## config.mk

```make
export PLATFORM = sky130hd
export DESIGN_NAME = align_wr
export DESIGN_NICKNAME = d
export VERILOG_FILES = /design/src/align_pkg.sv /design/src/addr_split.sv /design/src/align_wr.sv
export VERILOG_INCLUDE_DIRS = /design/src /design/src/src
export SDC_FILE = /design/constraint.sdc
export NUM_CORES = 1
export LEC_CHECK = 0
export BUFFER_PORTS_ARGS = -buffer_cell sky130_fd_sc_hd__buf_2
export CAP_MARGIN = 5
export CORE_AREA = 2 2 109 111
export DETAILED_ROUTE_END_ITERATION = 8
export DIE_AREA = 0 0 111 113
export GPL_ROUTABILITY_DRIVEN = 0
export GPL_TIMING_DRIVEN = 0
export PLACE_DENSITY_LB_ADDON = 0.08
export SYNTH_ARGS = -nofsm -noshare
export SYNTH_HDL_FRONTEND = slang
export SYNTH_SLANG_ARGS = --single-unit
```

## constraint.sdc

```tcl
create_clock -name vclk -period 6.65
set_clock_uncertainty 0.05 [all_clocks]
set_input_delay 1.33 -clock vclk [all_inputs]
set_output_delay 1.33 -clock vclk [all_outputs]
set_load 0.1 [all_outputs]
```

## src/align_defs.svh

```systemverilog
`ifndef ALIGN_DEFS_SVH
`define ALIGN_DEFS_SVH

////////////////////////////////////////////////////////////////////////////
// Word and bank geometry
`define WIDTH      32  // Bits per data word.
`define NUMVBNK    8   // Banks.
`define BITVBNK    3
`define NUMVROW    768 // Virtual rows per bank.
`define BITVROW    10

////////////////////////////////////////////////////////////////////////////
// Physical row packing
`define NUMWRDS    3   // Words per physical row, not a power of two.
`define BITWRDS    2
`define NUMSROW    256 // Physical rows per bank.
`define BITSROW    8

`define SRAM_DELAY 2   // Cycles from sampled read to data.

`endif

```

## src/align_pkg.sv

```systemverilog
`default_nettype none

`include "align_defs.svh"

package align_pkg;

  typedef logic [`WIDTH-1:0]           word_t;
  typedef logic [`BITVBNK-1:0]         bank_t;
  typedef logic [`BITVROW-1:0]         vrow_t;
  typedef logic [`BITSROW-1:0]         srow_t;
  typedef logic [`BITWRDS-1:0]         lane_t;
  typedef logic [`BITWRDS+`BITSROW-1:0] padr_t;  // Lane above physical row.

  // One physical row, used as a flat vector for the masked merge and as
  // word lanes for insertion and extraction.
  typedef union packed {
    logic [`NUMWRDS*`WIDTH-1:0] flat;
    word_t [`NUMWRDS-1:0]       wrd;
  } row_u;

  typedef struct packed {
    bank_t bnk;
    vrow_t adr;
    word_t bw;   // Bit write enables.
    word_t din;
  } wr_cmd_t;

  typedef struct packed {
    bank_t bnk;
    vrow_t adr;
  } rd_cmd_t;

  typedef struct packed {
    bank_t bnk;
    srow_t adr;
    row_u  bw;
    row_u  din;
  } mem_wr_t;

  typedef struct packed {
    bank_t bnk;
    srow_t adr;
  } mem_rd_t;

endpackage

`default_nettype wire

```

## src/addr_split.sv

```systemverilog
`timescale 1ns/10ps
`default_nettype none

`include "align_defs.svh"

module addr_split (
  input  align_pkg::vrow_t vrow,
  output align_pkg::srow_t srow,
  output align_pkg::lane_t lane
);

  // Divisor held at the virtual row width so the arithmetic stays in one width.
  localparam align_pkg::vrow_t WRDS = align_pkg::vrow_t'(`NUMWRDS);

  align_pkg::vrow_t quo;
  align_pkg::vrow_t prod;

  ////////////////////////////////////////////////////////////////////////////
  // Constant division
  //
  // The divisor is a constant, so synthesis reduces the divide to a small
  // multiply and shift network. The remainder comes from the quotient
  // instead of a second divider.

  assign quo  = vrow / WRDS;
  assign prod = quo * WRDS;  // Largest multiple of WRDS not above vrow.

  // For an in-range row the quotient fits the physical row width and the
  // remainder is always below NUMWRDS.
  assign srow = align_pkg::srow_t'(quo);
  assign lane = align_pkg::lane_t'(vrow - prod);

endmodule

`default_nettype wire

```

## src/align_wr.sv

```systemverilog
`timescale 1ns/10ps
`default_nettype none

`include "align_defs.svh"

module align_wr (
  input  logic               write,
  input  align_pkg::wr_cmd_t wr_cmd,
  output logic               mem_write,
  output align_pkg::mem_wr_t mem_wr
);

  align_pkg::srow_t wr_srow;
  align_pkg::lane_t wr_lane;

  addr_split wr_split (
    .vrow (wr_cmd.adr),
    .srow (wr_srow),
    .lane (wr_lane)
  );

  assign mem_write = write;

  ////////////////////////////////////////////////////////////////////////////
  // Lane placement

  always_comb begin
    mem_wr.bnk      = wr_cmd.bnk;
    mem_wr.adr      = wr_srow;
    mem_wr.bw.flat  = '0;  // Other lanes keep their stored bits.
    mem_wr.din.flat = '0;
    for (int i = 0; i < `NUMWRDS; i++) begin
      if (wr_lane == align_pkg::lane_t'(i)) begin
        mem_wr.bw.wrd[i]  = wr_cmd.bw;
        mem_wr.din.wrd[i] = wr_cmd.din;
      end
    end
  end

endmodule

`default_nettype wire

```

==> results of run 1 <==
## cells in the mapped netlist, types with 2 or more instances
| cell | number |
|---|---|
| inv_1 | 9 |
| and3b_1 | 3 |
| nor2_1 | 9 |
| o21ba_1 | 64 |
| nor4bb_1 | 2 |
| o221ai_1 | 2 |
| o22ai_1 | 2 |
| buf_2 | 22 |
| nand2b_1 | 5 |
| o2bb2ai_1 | 2 |
| nor4b_2 | 60 |
| clkbuf_1 | 29 |
| buf_6 | 8 |
| nor3b_1 | 3 |
| buf_4 | 11 |
| o21ai_1 | 3 |
| buf_1 | 4 |
| a211oi_1 | 4 |
| nand2_1 | 85 |
| nor3_1 | 71 |
| nand3_1 | 5 |
| a21oi_1 | 5 |
| o22a_1 | 3 |
| o21ai_0 | 11 |
| xnor2_1 | 5 |
| ha_1 | 4 |
| o311ai_0 | 2 |
| o31a_1 | 2 |
| o21a_1 | 4 |
| nor4b_1 | 4 |
## repair_timing
item,in CTS
pin swaps,58
hold buffers,0
buffers inserted,33
gates cloned,19
resized for setup,716
endpoints found under the setup margin,192
## cell families after synthesis
kind of cell | after synthesis | synth area share, %
compound gates | 124 | 32.6
xor+xnor | 6 | 1.49
fa+ha+maj | 4 | 1.42
buf+inv | 83 | 12.5
mux | 1 | 0.427
simple gates | 252 | 51.5
## per-stage QoR
step | util (%) | instances
2_1_floorplan | - | 470
3_5_place_dp | 57.7 | 888
4_1_cts | 89.8 | 939
3_3_place_gp | 57.7 | 888
## per-layer routing
layer,overflow,GRT usage [%]
met1,2,85.8
met2,478,116
met3,4,69.5
met4,204,107
met5,0,13.3
==> metrics, run 1 <==
FP Rows 39; Synth area leaders nor4b_2 26%, o21ba_1 18%, nor3_1 10%, nand2_1 9.1%, buf_2 3.1%; GRT Util Overall 91.7%; placement-stage cell area 0.00650 mm²; Final HPWL DP 12800 µm; YS warnings 0; die height 113 µm; count of cell types in the netlist 57; outcome stopped before the end; worst setup endpoint GRT mem_wr[40]; Halt Reason [ERROR GRT-0232] Routing congestion too high. Check the congestion heatmap in the GUI.; # port buffers 275; io pins 282; Starting Density 31.2%; grt ovf 688; initial antenna violation count 10; Yosys top cell area share 25.6%; synthesized area 0.00352 mm²; Last stage global routing (5_1_grt); Seq/Total Area, Yosys 0%; Place WS -1230 ps; pin count of the biggest net entering global routing 11; Syn Inst Count 470; cell taking the most area after synthesis nor4b_2; worst ep type primary output; DIE WIDTH 111 µm; Avg Cell Area, Syn 7.48 µm²; syn nets 552
==> run 2: changes to the inputs <==
--- a/config.mk
+++ b/config.mk
@@ -8,12 +8,12 @@
 export LEC_CHECK = 0
 export BUFFER_PORTS_ARGS = -buffer_cell sky130_fd_sc_hd__buf_2
 export CAP_MARGIN = 5
-export CORE_AREA = 2 2 109 111
+export CORE_MARGIN = 2
+export CORE_UTILIZATION = 30
 export DETAILED_ROUTE_END_ITERATION = 8
-export DIE_AREA = 0 0 111 113
 export GPL_ROUTABILITY_DRIVEN = 0
 export GPL_TIMING_DRIVEN = 0
-export PLACE_DENSITY_LB_ADDON = 0.08
+export PLACE_DENSITY_LB_ADDON = 0.15
 export SYNTH_ARGS = -nofsm -noshare
 export SYNTH_HDL_FRONTEND = slang
 export SYNTH_SLANG_ARGS = --single-unit
==> constraint.sdc (replaced) <==
create_clock -name vclk -period 8.6
set_clock_uncertainty 0.05 [all_clocks]
set_input_delay 1.72 -clock vclk [all_inputs]
set_output_delay 1.72 -clock vclk [all_outputs]
set_load 0.1 [all_outputs]
==> run 2 against run 1 <==
The run now ends clean. Area after synthesis unchanged. Synthesized cell count unchanged.
==> metrics, run 2 <==
outcome complete, no violations (was stopped before the end); number of vias per cell 5.57; Starting Density 30.8% (was 31.2%); area delta synth->final 101%; io pins 282 (unchanged); first-pass GRT wire length 25400 µm; Reg area 0 µm²; Max FO, Critical Path 10; Final nets 833; GRT Util Overall 24.0%; commonest non-fill, non-tap cells in the layout 106 x buf_6, 98 x buf_2, 93 x buf_4; DRT Wirelength 17000 µm; die height 112 µm (was 113 µm); WHS Endpoint mem_wr[200]; Crit Path Class input port to primary output; FF+latch count 0; mux share of post-synthesis cell area 0.427% (unchanged); Hold Path Depth 2; Final Critical Period 8350 ps; initial antenna violation count 4; synth cell count leaders 85 x nand2_1, 71 x nor3_1, 64 x o21ba_1 (unchanged); critical path buffer and inverter count 8; core box area 0.0114 mm²; most common cell after layout, fill and taps aside buf_6; synthesized area 0.00352 mm² (unchanged); CP Launch Type input port; Die Area 0.0126 mm²; max_slew headroom 58.0%; setup TNS 0 ps; Worst Hold Slack 3770 ps; Clock Buffer Count 0; Setup-failing EPs final 0; largest family of logic cells by synthesized area simple AND/OR/NAND/NOR gates (unchanged); Post-Synth Adder-Cell Area 1.42% (unchanged); final worst path period share 97.1%; fill count 995; DR pass1 iterations 4; Placed Cells 888 (unchanged); vias in the first global route 4742; Syn Inst Count 470 (unchanged); grt ovf 0; Worst-Margin Slew 630 ps; Crit-path slowest cell or4b_4; Worst setup startpoint wr_cmd[68]; syn nets 552 (unchanged); Final ANT Viol Nets 0; initial DRC count 302; Final Slew Violations 0; element type at the critical path end primary output; Final HPWL DP 13400 µm (was 12800 µm); simple-gate share of the synthesized area 51.5% (unchanged); crit-path max cell delay 570 ps; cell taking the most area after synthesis nor4b_2 (unchanged); fmax 120 MHz; Final Core Density 61.9%; CP delay by family, top simple AND/OR/NAND/NOR gates; pin count of the biggest net entering global routing 11; Worst Path Arrival 6580 ps; YS warnings 0 (unchanged); DIE WIDTH 112 µm (was 111 µm); post-synthesis compound-gate area fraction 32.6% (unchanged); via count 4988; critical path depth 28; Post-Synth XOR/XNOR Area 1.49% (unchanged); Yosys top cell area share 25.6% (unchanged); CTS Hold Buffers Added 0 (unchanged); final-report hold violation count 0; Avg Cell Area, Syn 7.48 µm² (unchanged); DR WL/cell 19.0 µm; FP Rows 39 (unchanged); DR DRC count 0; share of layout cells above drive strength 1 67.3%; count of cell types in the netlist 57 (unchanged); Non-Filler Instances 896; Synth area leaders nor4b_2 26%, o21ba_1 18%, nor3_1 10%, nand2_1 9.1%, buf_2 3.1% (unchanged); min-delay src wr_cmd[74]; cell with the most instances after synthesis nand2_1 (unchanged); Seq/Total Area, Yosys 0% (unchanged); # port buffers 275 (unchanged); worst min path class input port to primary output; CP required 6830 ps; maxcap violations 0
-- run 2: cell counts after synthesis --
Identical to the previous run, type by type.
-- run 2: stage by stage --
stage               area, µm²  worst slack, ps
detailed placement       5950             -388
finish                   7070              247
floorplan                4390             -620
CTS                      6200             2.16
global route             7070            -90.9
global placement         5950             -299
-- run 2: cell families after synthesis --
group           after synthesis
simple gates                252
compound gates              124
buf+inv                      83
xor+xnor                      6
fa+ha+maj                     4
mux                           1
-- run 2: how the worst max path moves through the flow --
stage / end / slack, ps
4_1_cts: mem_wr[132] / 2
3_3_place_gp: mem_wr[165] / -300
5_1_grt: mem_wr[57] / -90
6_report: mem_wr[57] / 250
2_1_floorplan: mem_wr[138] / -620
3_5_place_dp: mem_wr[165] / -390
-- run 2: final cells by class --
cell class	count	area (µm²)	share of cell area (%)
antenna	4	10.0	0.142
tap	143	179	2.53
buffer	74	508	7.18
inverter	9	33.8	0.478
timing repair buffer	279	2290	32.4
multi-input combinational	387	4050	57.3
-- run 2: repair_timing --
| item | 4_1_cts | 5_1_grt |
|---|---|---|
| setup endpoints to repair | 184 | 192 |
| pin swaps | 0 | 7 |
| resized for setup | 115 | 353 |
| buffers inserted | 0 | 4 |
-- run 2: routing by layer --
metal | track usage [%] | wire length, µm | up-vias
li1 | - | - | 2327
met2 | 44.0 | 9190 | 193
met1 | 30.5 | 6520 | 2440
met5 | 0 | 0 | -
met4 | 5.20 | 386 | 0
met3 | 2.43 | 901 | 28
Power of run 2 is not shown: default switching activity piles up to over one toggle a cycle in this logic, so the estimate is an artifact.
