## src/align_defs.svh

```systemverilog
`ifndef ALIGN_DEFS_SVH
`define ALIGN_DEFS_SVH

////////////////////////////////////////////////////////////////////////////
// Word and bank geometry
`define WIDTH      32  // Bits per data word.
`define NUMVBNK    8   // Banks.
`define BITVBNK    3
`define NUMVROW    768 // Virtual rows per bank.
`define BITVROW    10

////////////////////////////////////////////////////////////////////////////
// Physical row packing
`define NUMWRDS    3   // Words per physical row, not a power of two.
`define BITWRDS    2
`define NUMSROW    256 // Physical rows per bank.
`define BITSROW    8

`define SRAM_DELAY 2   // Cycles from sampled read to data.

`endif

```

## src/align_pkg.sv

```systemverilog
`default_nettype none

`include "align_defs.svh"

package align_pkg;

  typedef logic [`WIDTH-1:0]           word_t;
  typedef logic [`BITVBNK-1:0]         bank_t;
  typedef logic [`BITVROW-1:0]         vrow_t;
  typedef logic [`BITSROW-1:0]         srow_t;
  typedef logic [`BITWRDS-1:0]         lane_t;
  typedef logic [`BITWRDS+`BITSROW-1:0] padr_t;  // Lane above physical row.

  // One physical row, used as a flat vector for the masked merge and as
  // word lanes for insertion and extraction.
  typedef union packed {
    logic [`NUMWRDS*`WIDTH-1:0] flat;
    word_t [`NUMWRDS-1:0]       wrd;
  } row_u;

  typedef struct packed {
    bank_t bnk;
    vrow_t adr;
    word_t bw;   // Bit write enables.
    word_t din;
  } wr_cmd_t;

  typedef struct packed {
    bank_t bnk;
    vrow_t adr;
  } rd_cmd_t;

  typedef struct packed {
    bank_t bnk;
    srow_t adr;
    row_u  bw;
    row_u  din;
  } mem_wr_t;

  typedef struct packed {
    bank_t bnk;
    srow_t adr;
  } mem_rd_t;

endpackage

`default_nettype wire

```

## src/addr_split.sv

```systemverilog
`timescale 1ns/10ps
`default_nettype none

`include "align_defs.svh"

module addr_split (
  input  align_pkg::vrow_t vrow,
  output align_pkg::srow_t srow,
  output align_pkg::lane_t lane
);

  // Divisor held at the virtual row width so the arithmetic stays in one width.
  localparam align_pkg::vrow_t WRDS = align_pkg::vrow_t'(`NUMWRDS);

  align_pkg::vrow_t quo;
  align_pkg::vrow_t prod;

  ////////////////////////////////////////////////////////////////////////////
  // Constant division
  //
  // The divisor is a constant, so synthesis reduces the divide to a small
  // multiply and shift network. The remainder comes from the quotient
  // instead of a second divider.

  assign quo  = vrow / WRDS;
  assign prod = quo * WRDS;  // Largest multiple of WRDS not above vrow.

  // For an in-range row the quotient fits the physical row width and the
  // remainder is always below NUMWRDS.
  assign srow = align_pkg::srow_t'(quo);
  assign lane = align_pkg::lane_t'(vrow - prod);

endmodule

`default_nettype wire

```

## src/align_rd.sv

```systemverilog
`timescale 1ns/10ps
`default_nettype none

`include "align_defs.svh"

module align_rd (
  input  logic               clk,
  input  logic               rst,
  input  logic               read,
  input  align_pkg::rd_cmd_t rd_cmd,
  output logic               mem_read,
  output align_pkg::mem_rd_t mem_rd,
  input  align_pkg::row_u    mem_rd_dout,
  output logic               rd_vld,
  output align_pkg::word_t   rd_dout,
  output align_pkg::padr_t   rd_padr
);

  localparam int DLY = `SRAM_DELAY;

  align_pkg::srow_t rd_srow;
  align_pkg::lane_t rd_lane;

  logic [DLY-1:0]                   vld_pipe;
  align_pkg::lane_t [DLY-1:0]       lane_pipe;
  align_pkg::padr_t [DLY-1:0]       padr_pipe;

  addr_split rd_split (
    .vrow (rd_cmd.adr),
    .srow (rd_srow),
    .lane (rd_lane)
  );

  // The physical read leaves in the same cycle as the command.
  assign mem_read   = read;
  assign mem_rd.bnk = rd_cmd.bnk;
  assign mem_rd.adr = rd_srow;

  ////////////////////////////////////////////////////////////////////////////
  // Side pipeline matching the SRAM latency

  always_ff @(posedge clk) begin
    if (rst) begin
      vld_pipe <= '0;
    end else begin
      vld_pipe[0] <= read;
      for (int i = 1; i < DLY; i++) begin
        vld_pipe[i] <= vld_pipe[i-1];
      end
    end
  end

  always_ff @(posedge clk) begin
    lane_pipe[0] <= rd_lane;
    padr_pipe[0] <= {rd_lane, rd_srow};
    for (int i = 1; i < DLY; i++) begin
      lane_pipe[i] <= lane_pipe[i-1];
      padr_pipe[i] <= padr_pipe[i-1];
    end
  end

  assign rd_vld  = vld_pipe[DLY-1];
  assign rd_padr = padr_pipe[DLY-1];

  always_comb begin
    rd_dout = '0;
    for (int i = 0; i < `NUMWRDS; i++) begin
      if (lane_pipe[DLY-1] == align_pkg::lane_t'(i)) begin
        rd_dout = mem_rd_dout.wrd[i];  // Lane returned with this read.
      end
    end
  end

endmodule

`default_nettype wire

```

## config.mk

```make
export PLATFORM = sky130hd
export DESIGN_NAME = align_rd
export DESIGN_NICKNAME = d
export VERILOG_FILES = /design/src/align_pkg.sv /design/src/addr_split.sv /design/src/align_rd.sv
export VERILOG_INCLUDE_DIRS = /design/src /design/src/src
export SDC_FILE = /design/constraint.sdc
export NUM_CORES = 1
export LEC_CHECK = 0
export BUFFER_PORTS_ARGS = -buffer_cell sky130_fd_sc_hd__buf_2
export CELL_PAD_IN_SITES_DETAIL_PLACEMENT = 0
export CELL_PAD_IN_SITES_GLOBAL_PLACEMENT = 2
export CORE_MARGIN = 2
export CORE_UTILIZATION = 19
export CTS_CLUSTER_DIAMETER = 60
export CTS_CLUSTER_SIZE = 12
export DETAILED_ROUTE_END_ITERATION = 12
export PLACE_DENSITY_LB_ADDON = 0.1
export SETUP_SLACK_MARGIN = 0.2
export SYNTH_ARGS = -nofsm -noshare
export SYNTH_HDL_FRONTEND = slang
export SYNTH_HIERARCHICAL = 1
export SYNTH_SLANG_ARGS = --single-unit
```

## constraint.sdc

```tcl
create_clock -name clk -period 3.3 [get_ports clk]
set_input_delay 0.33 -clock clk [delete_from_list [all_inputs] [get_ports clk]]
set_output_delay 0.33 -clock clk [all_outputs]
set_load 0.1 [all_outputs]
```

# Word level (Yosys, flattened, before mapping)
# Cells that the tools add are included.
classes:
  add_sub_neg: 1
  n_mul: 1
  n_div: 1
  n_eq_ne: 2
  mux: 3
  n_reduce_logical: 1
op_table:
  columns: ["cell", "n"]
  rows:
  - ["32-bit two-way mux", 3]
  - ["10-bit by 2-bit divider with 10-bit output (second input constant)", 1]
  - ["10-bit by 2-bit multiplier with 2-bit output (second input constant)", 1]
  - ["2-bit by 1-bit equality test with 1-bit output (second input constant)", 1]
  - ["2-bit equality test (second input constant)", 1]
  - ["2-bit zero test", 1]
  - ["2-bit subtractor", 1]
word_totals:
  reg_bits: 26
  in_bits: 112
  output_inout_bits: 55

# Depth between registers and ports, before layout
# Gate-level depths: netlist of run 1.
logic_depth:
  depth_word: 4
  depth_mapped: 19
  mapped_depth_nobuf: 15

# Hierarchy
# The synthesis of run 1 kept the hierarchy.
modules_own_cells:
  columns: ["module", "n_inst", "cells_per_inst", "area_each_um2", "seq_area_each_um2"]
  rows:
  - ["align_rd", 1, 115, 1345.0, 440.4]
  - ["addr_split", 1, 157, 1003.5, 0.0]

# Worst setup path after synthesis of run 1
# OpenSTA, ideal clock, no wires.
synth_timing:
  kind: "input -> register"
  startpoint: "input rd_cmd[7] (netlist name)"
  endpoint: "register padr_pipe[0] (netlist name)"
  setup_time_ps: 364
  t_arrival_ps: 5211
  path_slack_ps: -2276
  cell_stages: 16
  path_buffers: 3
  path_cell_list: "buf_2 -> or4b_4 -> o22ai_2 -> o22ai_1 -> and2_4 -> buf_6 -> o21a_1 -> o2bb2ai_2 -> inv_2 -> ha_1 -> clkbuf_1 -> inv_1 -> xnor2_1 -> a221oi_1 -> a311oi_1 -> a211oi_1"
synth_lines:
  columns: ["element", "line_no", "source"]
  rows:
  - ["start, declared", "align_rd.sv:10", "input align_pkg::rd_cmd_t rd_cmd,"]
  - ["end signal, assigned by index", "align_rd.sv:58", "padr_pipe[i] <= padr_pipe[i-1];"]
  - ["end, declared", "align_rd.sv:26", "align_pkg::padr_t [DLY-1:0] padr_pipe;"]

==> results of run 1 <==
-- registers in the layout (all words and copies together) (netlist names) --
name / cells
lane_pipe: 2
vld_pipe: 2
rd_padr: 9
padr_pipe: 9
-- cell families (layout without fill, tap and decap cells) --
kind of cell / after synthesis / count (layout) / share of synthesized area (%)
AOI/OAI and AO/OA: 93 / 93 / 32.8
xor gates and xnor gates: 5 / 5 / 1.87
adders and majority gates: 1 / 1 / 0.533
buffers and inverters: 50 / 225 / 14.4
DFF: 22 / 22 / 18.8
muxes: 35 / 35 / 14.9
and+or+nand+nor: 66 / 66 / 16.8
-- layer usage --
metal	up-vias	GRT usage (%)	share of wire, %
li1	1368	-	-
met2	108	22.5	51
met4	0	3.37	1.5
met1	1297	13.5	40
met5	-	0	0
met3	12	1.48	7.1
-- worst paths after layout --
path                       to  cells past startpoint  slack, ns
setup / recovery    mem_rd[0]                     15      -0.04
setup reg to reg  vld_pipe[1]                      1       2.79
hold reg to reg    rd_padr[3]                      0       0.32
hold / removal    vld_pipe[1]                      2       0.24
-- cell type report --
cell class	count	area [um2]	share of cell area (%)
inverters	7	26.3	0.693
well taps	168	210	5.54
flip-flops and latches	22	442	11.6
clock buffers	3	75.1	1.98
multi-input cells	200	1680	44.2
repair buffers	214	1330	35.1
clock inverters	1	30.0	0.792
-- worst max-delay path, delay by kind of cell --
kind	cells	cell delay [ns]
compound gates	8	1.23
simple gates	3	0.86
buf+inv	3	0.40
fa+ha+maj	1	0.19
-- through the flow --
stage	cell area (um2)	setup TNS, ns
after floorplan	2430	-1.00
after global placement	3490	-0.0806
after detailed placement	3490	-0.130
after CTS	3780	-0.0227
after global routing	3790	-0.304
final	3790	-0.0407
-- cell usage in the layout (no fill, tap or decap), drive strengths merged, types with 3 or more instances in the layout --
master	n
buf	214
mux2i	35
o2bb2ai	34
dfxtp	22
nand2	12
o21ai	11
nand2b	10
nor2	10
a21oi	10
nand3	8
o211ai	7
inv	7
a31oi	5
o22ai	5
nand3b	4
a21o	4
nor3	4
clkbuf	3
and3	3
xnor2	3
nor2b	3
-- timing repair --
action	CTS	global route
setup endpoints to repair	2	4
buffers inserted	12	1
cloned	0	0
resized for setup	23	0
pin swaps	11	3
-- power by group --
group	switching, W	leakage [nW]	internal (W)	total, W
Sequential	0.0000109	0.185	0.000306	0.000317
Combinational	0.00135	1.56	0.000438	0.00179
Clock	0.0000980	0.0511	0.000241	0.000339
Total	0.00146	1.80	0.000985	0.00244
==> results.md, run 1 <==
Global routing:
- The initial antenna violation count is 0.
- The number of global-route vias before repair was 2572.
- The total grt overflow is 0.
- The first global-routing pass estimated around 13000 um of wire.
- The overall routing resource usage is 11.8%.
- The pin count of the biggest net entering global routing is 34.

Detailed routing:
- The average wire length per cell after detail routing is 14.0 um.
- Using the TritonRoute via totals, the vias-per-cell ratio works out to 4.53.
- The number of DRC violations after detailed-routing iteration 0 is 84.
- The DRC violations left is 0.
- The total via count after detailed routing is 2785.
- For this run, the detailed router's first-pass iteration total came to 4.
- The residual antenna-violating net count after detailed routing is 0.
- After detailed routing, the total wire length is 8610 um.

Worst setup path:
- The data arrival time of the worst path is ~3 ns.
- At the worst endpoint, the required time is 2.97 ns.
- The origin of the critical flop-to-flop path is vld_pipe[0].
- The launch point of the critical path is rd_cmd[9].
- The stage delay of the slowest cell on the critical path is 0.54 ns.
- The largest fanout of any net on the critical path is 8.
- Traced cell by cell, the critical path runs through buf_8 > or4bb_4 > a21oi_2 > o22ai_2 > and2_4 > o21a_1 > o2bb2ai_2 > inv_2 > ha_4 > a21oi_2 > and3_1 > a31oi_1 > o22ai_2 > a211oi_4 > buf_12.
- The cell type of the slowest stage on the worst timing path is or4bb_4.
- The endpoint kind of the worst setup timing path is an output pin.
- The worst setup path is of the in2out kind.
- The worst setup path is launched from an input port.

Pwr:
- The total chip power is 0.00244 W.
- VDD sags by at most 0.000210 V.
- For this design the static power due to leakage is 1.80 nW.
- The power per standard cell area is approximately 640 mW/mm2.

Yosys:
- After synthesis, flip-flops and latches occupy 18.8% of the total area.
- Dividing the synthesized area by the synthesized cell count gives 8.63 um2.
- Counting every net in the synthesized netlist gives 385.
- The share of the synthesized area in the top cell type is 18.8%.
- In this run, synthesis inferred 0 flip-flops with an integrated enable.
- The gate count of the mapped netlist is 272.
- After synthesis the cells add up to 0.00235 mm2.
- The cell accounting for the most synthesized area is dfxtp_1.
- The share of synthesized flip-flops with an asynchronous set or reset is 0%.
- The commonest cells after synthesis are mux2i_1 (35), o2bb2ai_1 (23), dfxtp_1 (22), buf_4 (15), nand2_1 (12).
- The most used flip-flop cell after synthesis is dfxtp_1.
- The most frequent cell after synthesis is mux2i_1.
- After synthesis the netlist holds a flip-flop and latch count of 22.
- Yosys attributes the largest share of cell area to dfxtp_1 (19%), mux2i_1 (15%), o2bb2ai_1 (8.6%).
- Counting distinct cell types in the post-synthesis netlist gives 55.
- Yosys printed 6 warnings.

Place:
- The weighted congestion reported at the end of routability-driven placement is around 0.75.
- Counting tap cells, the placed design contains a total of about 600 instances.
- Buffers placed on the I/O ports in this run total 160.
- Before CTS, the worst setup slack after placement is -0.123 ns.
- The total half-perimeter wirelength after legalization and detailed placement is ~7000 um.

Timing:
- The final hold slack is ~0.24 ns.
- The final number of max-transition violations is 0.
- In the post-route analysis, the smallest setup slack over all paths is -0.0407 ns.
- Setup repair after global routing could not meet its margin everywhere.
- The worst setup skew after layout is 0.00129 ns.
- Counting I/O delays and the setup requirement, the final critical path takes 3.34 ns.
- Timing would allow up to ~0.30 GHz.
- At the pin with the least slew margin, the transition time is 0.562 ns.
- The worst slew slack as a fraction of its limit is between 60 and 70%.
- Dividing the final minimum period by the clock period gives 101%.
- The final hold violation count was 0.
- Setup violations remaining at the end of the flow were counted as 1.

Finish:
- The final net count is 561.
- For this run, the share of the core covered by cells in the final layout is 31.4%.
- The relative area change from synthesis to final layout is 61.5%.
- 0 antenna diodes ended up in the layout.
- Once layout is complete, the cells apart from fillers number 615.
- Counting the fill cells in the layout gives 1281.
- Of the cells placed in the final design, the portion with a size suffix greater than 1 is 56.8%.

Floorplan:
- The total core area is 0.0121 mm2.
- The chip height is between 100 and 150 um.
- The number of core rows is 40.
- The overall die area is 0.0133 mm2.
- 167 I/O pins were placed.
- The initial standard-cell utilization of the core is 19.5%.
- The die width is 115 um.

Run status:
- The checks that failed: setup timing.
- The flow ran to the end, but the final reports show violations.

CTS:
- The clock-pin slew reported for the worst setup and hold paths after clock tree synthesis is 0.06 ns.
- The deepest clock path buffer count is 2.
- The clock root buffer is clkbuf_16.
- The CTS H-tree depth is 1.
- The number of hold buffers added after CTS is 0.
- At the later pin of the worst-skew pair, clock insertion delay measures 0.25 ns.
- TritonCTS built the clock tree.
- The number of buffers added by the clock tree synthesis step is 3.
- CTS saw 22 sinks.

Worst hold path:
- The start point of the worst min-delay path is rst.
- The path class of the tightest hold or removal check is in2reg.

Run:
- The count of maximum capacitance violations is 0.
(Power assumes the default switching activity.)
==> run 2, diff against run 1 <==
--- a/config.mk
+++ b/config.mk
@@ -14,8 +14,10 @@
 export CTS_CLUSTER_DIAMETER = 60
 export CTS_CLUSTER_SIZE = 12
 export DETAILED_ROUTE_END_ITERATION = 12
+export GPL_TIMING_DRIVEN = 0
 export PLACE_DENSITY_LB_ADDON = 0.1
 export SETUP_SLACK_MARGIN = 0.2
+export SKIP_LAST_GASP = 1
 export SYNTH_ARGS = -nofsm -noshare
 export SYNTH_HDL_FRONTEND = slang
 export SYNTH_HIERARCHICAL = 1
==> run 2 against run 1 <==
  * The run still ends with setup timing left
  * Sequential share of layout area is 0.15 points lower
  * Clock power is 1% lower
  * Core utilization is 0.32 points higher
  * Cell area is 1.0% higher
  * Register-to-register slack hardly changed
  * Clock skew is 0.00064 ns higher
  * Via count is 3.1% lower
  * Critical path depth is 3 higher
  * Sequential power hardly changed
  * Largest cell class unchanged
  * Highest routed layer unchanged
==> results.md, run 2 (synthesis results as in run 1) <==
CTS:
- The clock passes through at most 2 buffers.
- Clock tree synthesis found a total of 22 sinks.
- The TritonCTS clock tree is done.
- The clock latency of the later-clocked register in the worst-skew pair is between 0.2 and 0.3 ns.
- The clock root buffer is clkbuf_16.
- The clock-pin slew reported for the worst setup and hold paths after clock tree synthesis is approximately 0.060 ns.
- The number of hold buffers added after CTS is 0.
- TritonCTS created 3 clock buffers.
- In this run the number of H-tree levels came out at 1.

Global routing:
- The overall routing resource usage is between 10% and 20%.
- Summed over all layers, the global routing overflow is 0.
- The number of global-route vias before repair was 2413.
- The initial antenna violation count is 0.
- The pin count of the biggest net entering global routing is 14.
- The wire length of the first global-routing pass is between 10000 and 15000 um.

Floorplan:
- The number of core rows is 40.
- The total core area is 0.0121 mm2.
- The die width is roughly 120 um.
- The overall die area is 0.0133 mm2.
- During I/O placement, the number of pins put on the boundary was 167.
- The initial standard-cell utilization of the core is 19.5%.
- The die is 115 um tall.

Timing:
- In this run the tightest slew margin relative to its limit is about two thirds.
- The share of the cycle needed by the critical path after routing is 111%.
- The post-route setup TNS is -0.653 ns.
- Setup slack on the critical path of the routed design comes to -0.355 ns.
- For the pin with the worst max-slew slack, the measured transition is slightly above 0.5 ns.
- Timing would allow up to 0.274 GHz.
- Setup repair after global routing could not meet its margin everywhere.
- The count of endpoints failing setup in the final report is 4.
- The shortest clock period the worst path allows after layout is 3.65 ns.
- The final number of max-transition violations was 0.
- The final hold violation count came to 0.
- On the final layout, the worst clock skew is 0.00192 ns.

Pwr:
- The static leakage power is 1.81 nW.
- The internal portion of the total power is between 0.0009 and 0.001 W.
- For this design the total switching power over the nets is 0.00148 W.
- The net switching fraction of the power is 59.7%.
- Registers are responsible for 12.7% of the overall power.
- The proportion of power drawn by the clock network is between 10% and 20%.
- Overall power consumption after layout is estimated at 0.00248 W.
- The power per standard cell area is between 600 and 700 mW/mm2.
- Combinational logic is responsible for between 70% and 80% of the overall power.
- The worst supply voltage drop on vdd is 0.000158 V.

Detailed routing:
- The DRC violations left is 0.
- The detailed-router iteration count before antenna repair is 4.
- The number of DRC violations after detailed-routing iteration 0 is 108.
- Across all layers, the routed design uses 2700 vias.
- After detailed routing, the number of vias per cell comes to 4.37.
- Dividing the detail-routed wire length by the instance count gives 13.8 um.
- Once detail routing completed, the nets flagged for antenna violations numbered 0.
- The aggregate routed wire length is 8520 um.

Worst setup path:
- The reg-to-reg setup timing slack is between 2 and 3 ns.
- The critical path is of the in2out type.
- Of all nets on the critical path, the largest fanout is 7.
- The cell type of the slowest stage on the worst timing path is or4bb_4.
- The signal on the critical path passes through buf_6 > buf_6 > or4bb_4 > a21oi_2 > o22ai_2 > and2_4 > buf_8 > o21a_1 > o2bb2ai_4 > inv_2 > ha_4 > clkbuf_16 > nor3_2 > mux2i_1 > o21ai_1 > a32o_2 > a211oi_4 > buf_12.
- The kind of start point of the critical path is an input port.
- The worst setup path is captured at an output pin.
- For the worst setup path, the data arrival time is around 3.3 ns.
- The required time reported for the critical path endpoint is 2.97 ns.
- The stage delay of the slowest cell on the critical path is 0.55 ns.
- The cell with the most instances on the worst path is buf_6.

Run:
- The tool flagged a number of max-cap violations equal to 0.

Finish:
- The net count of the finished layout is 564.
- Relative to the synthesized area, the layout overhead comes to 63.1%.
- The antenna diode count is 0.
- The most frequent standard cell in the layout excluding fill and tap cells is buf_2.
- Leaving out fill and tap cells, the most frequent cells in the layout are buf_2 (162), mux2i_1 (34), buf_4 (29), o2bb2ai_1 (23), dfxtp_1 (22).
- The fraction of final layout cells with drive strength greater than 1 is 57.1%.

Worst hold path:
- The class of the most critical hold timing path is in2reg.

Run status:
- The run finished, with violations left.
- The final reports fail on setup timing.

Place:
- Detailed placement finished with a half-perimeter wire length of roughly 6900 um.
- The number of port buffers is approximately 160.
- The congestion estimate from routability-driven global placement came to 0.753.
==> run 2: what timing repair did <==
item                       CTS  global route
resized for setup           24            11
setup endpoints to repair    3             5
pin swaps                    9             8
setup buffers               12             4
==> run 2: final cells by class <==
type,instances,area [um2]
Inverter,7,33.8
Buffer,43,349
Multi-Input combinational cell,200,1740
Sequential cell,22,440
Clock inverter,1,30.0
Fill cell,1291,8230
Tap cell,168,210
Timing Repair Buffer,174,955
Clock buffer,3,75.1
==> run 2: worst max-delay path, delay by kind of cell <==
kind / cells / cell delay (ns)
buf+inv: 6 / 0.76
mux: 1 / 0.15
fa+ha+maj: 1 / 0.13
compound gates: 7 / 1.17
simple gates: 3 / 0.76
==> run 2: final timing paths <==
kind         depth (start not counted)         start     endpoint
max                                 18     rd_cmd[9]    mem_rd[0]
min                                  2           rst  vld_pipe[1]
max reg2reg                          1   vld_pipe[0]  vld_pipe[1]
min reg2reg                          0  padr_pipe[0]   rd_padr[0]
==> run 2: per-stage QoR <==
| step | std cells | hold WS, ns | utilization, % | worst slack (ns) | cell area (um2) |
|---|---|---|---|---|---|
| 2_1_floorplan | 272 | 0.310 | - | -0.541 | 2430 |
| 3_3_place_gp | 598 | 0.310 | 28.5 | -0.713 | 3430 |
| 3_5_place_dp | 598 | 0.312 | 28.5 | -0.672 | 3430 |
| 4_1_cts | 614 | 0.236 | 31.0 | -0.411 | 3740 |
| 5_1_grt | 618 | 0.234 | 31.8 | -0.476 | 3830 |
| 6_report | 618 | 0.242 | 31.8 | -0.355 | 3830 |
==> run 2: layer usage <==
| metal | global-route usage (%) | vias up | part of all wire [%] |
|---|---|---|---|
| met1 | 13.2 | 1215 | 41 |
| met3 | 1.42 | 4 | 6.9 |
| met2 | 21.7 | 110 | 51 |
| met5 | 0 | - | 0 |
| li1 | - | 1371 | - |
| met4 | 2.33 | 0 | 0.56 |
==> run 2: power groups by stage <==
stage          Sequential, W  Combinational [W]  Clock [W]
4_1_cts             0.000315            0.00182   0.000347
3_3_place_gp        0.000321            0.00177          0
5_1_grt             0.000319            0.00190   0.000361
3_5_place_dp        0.000321            0.00175          0
6_report            0.000315            0.00183   0.000334
2_1_floorplan       0.000323            0.00146          0
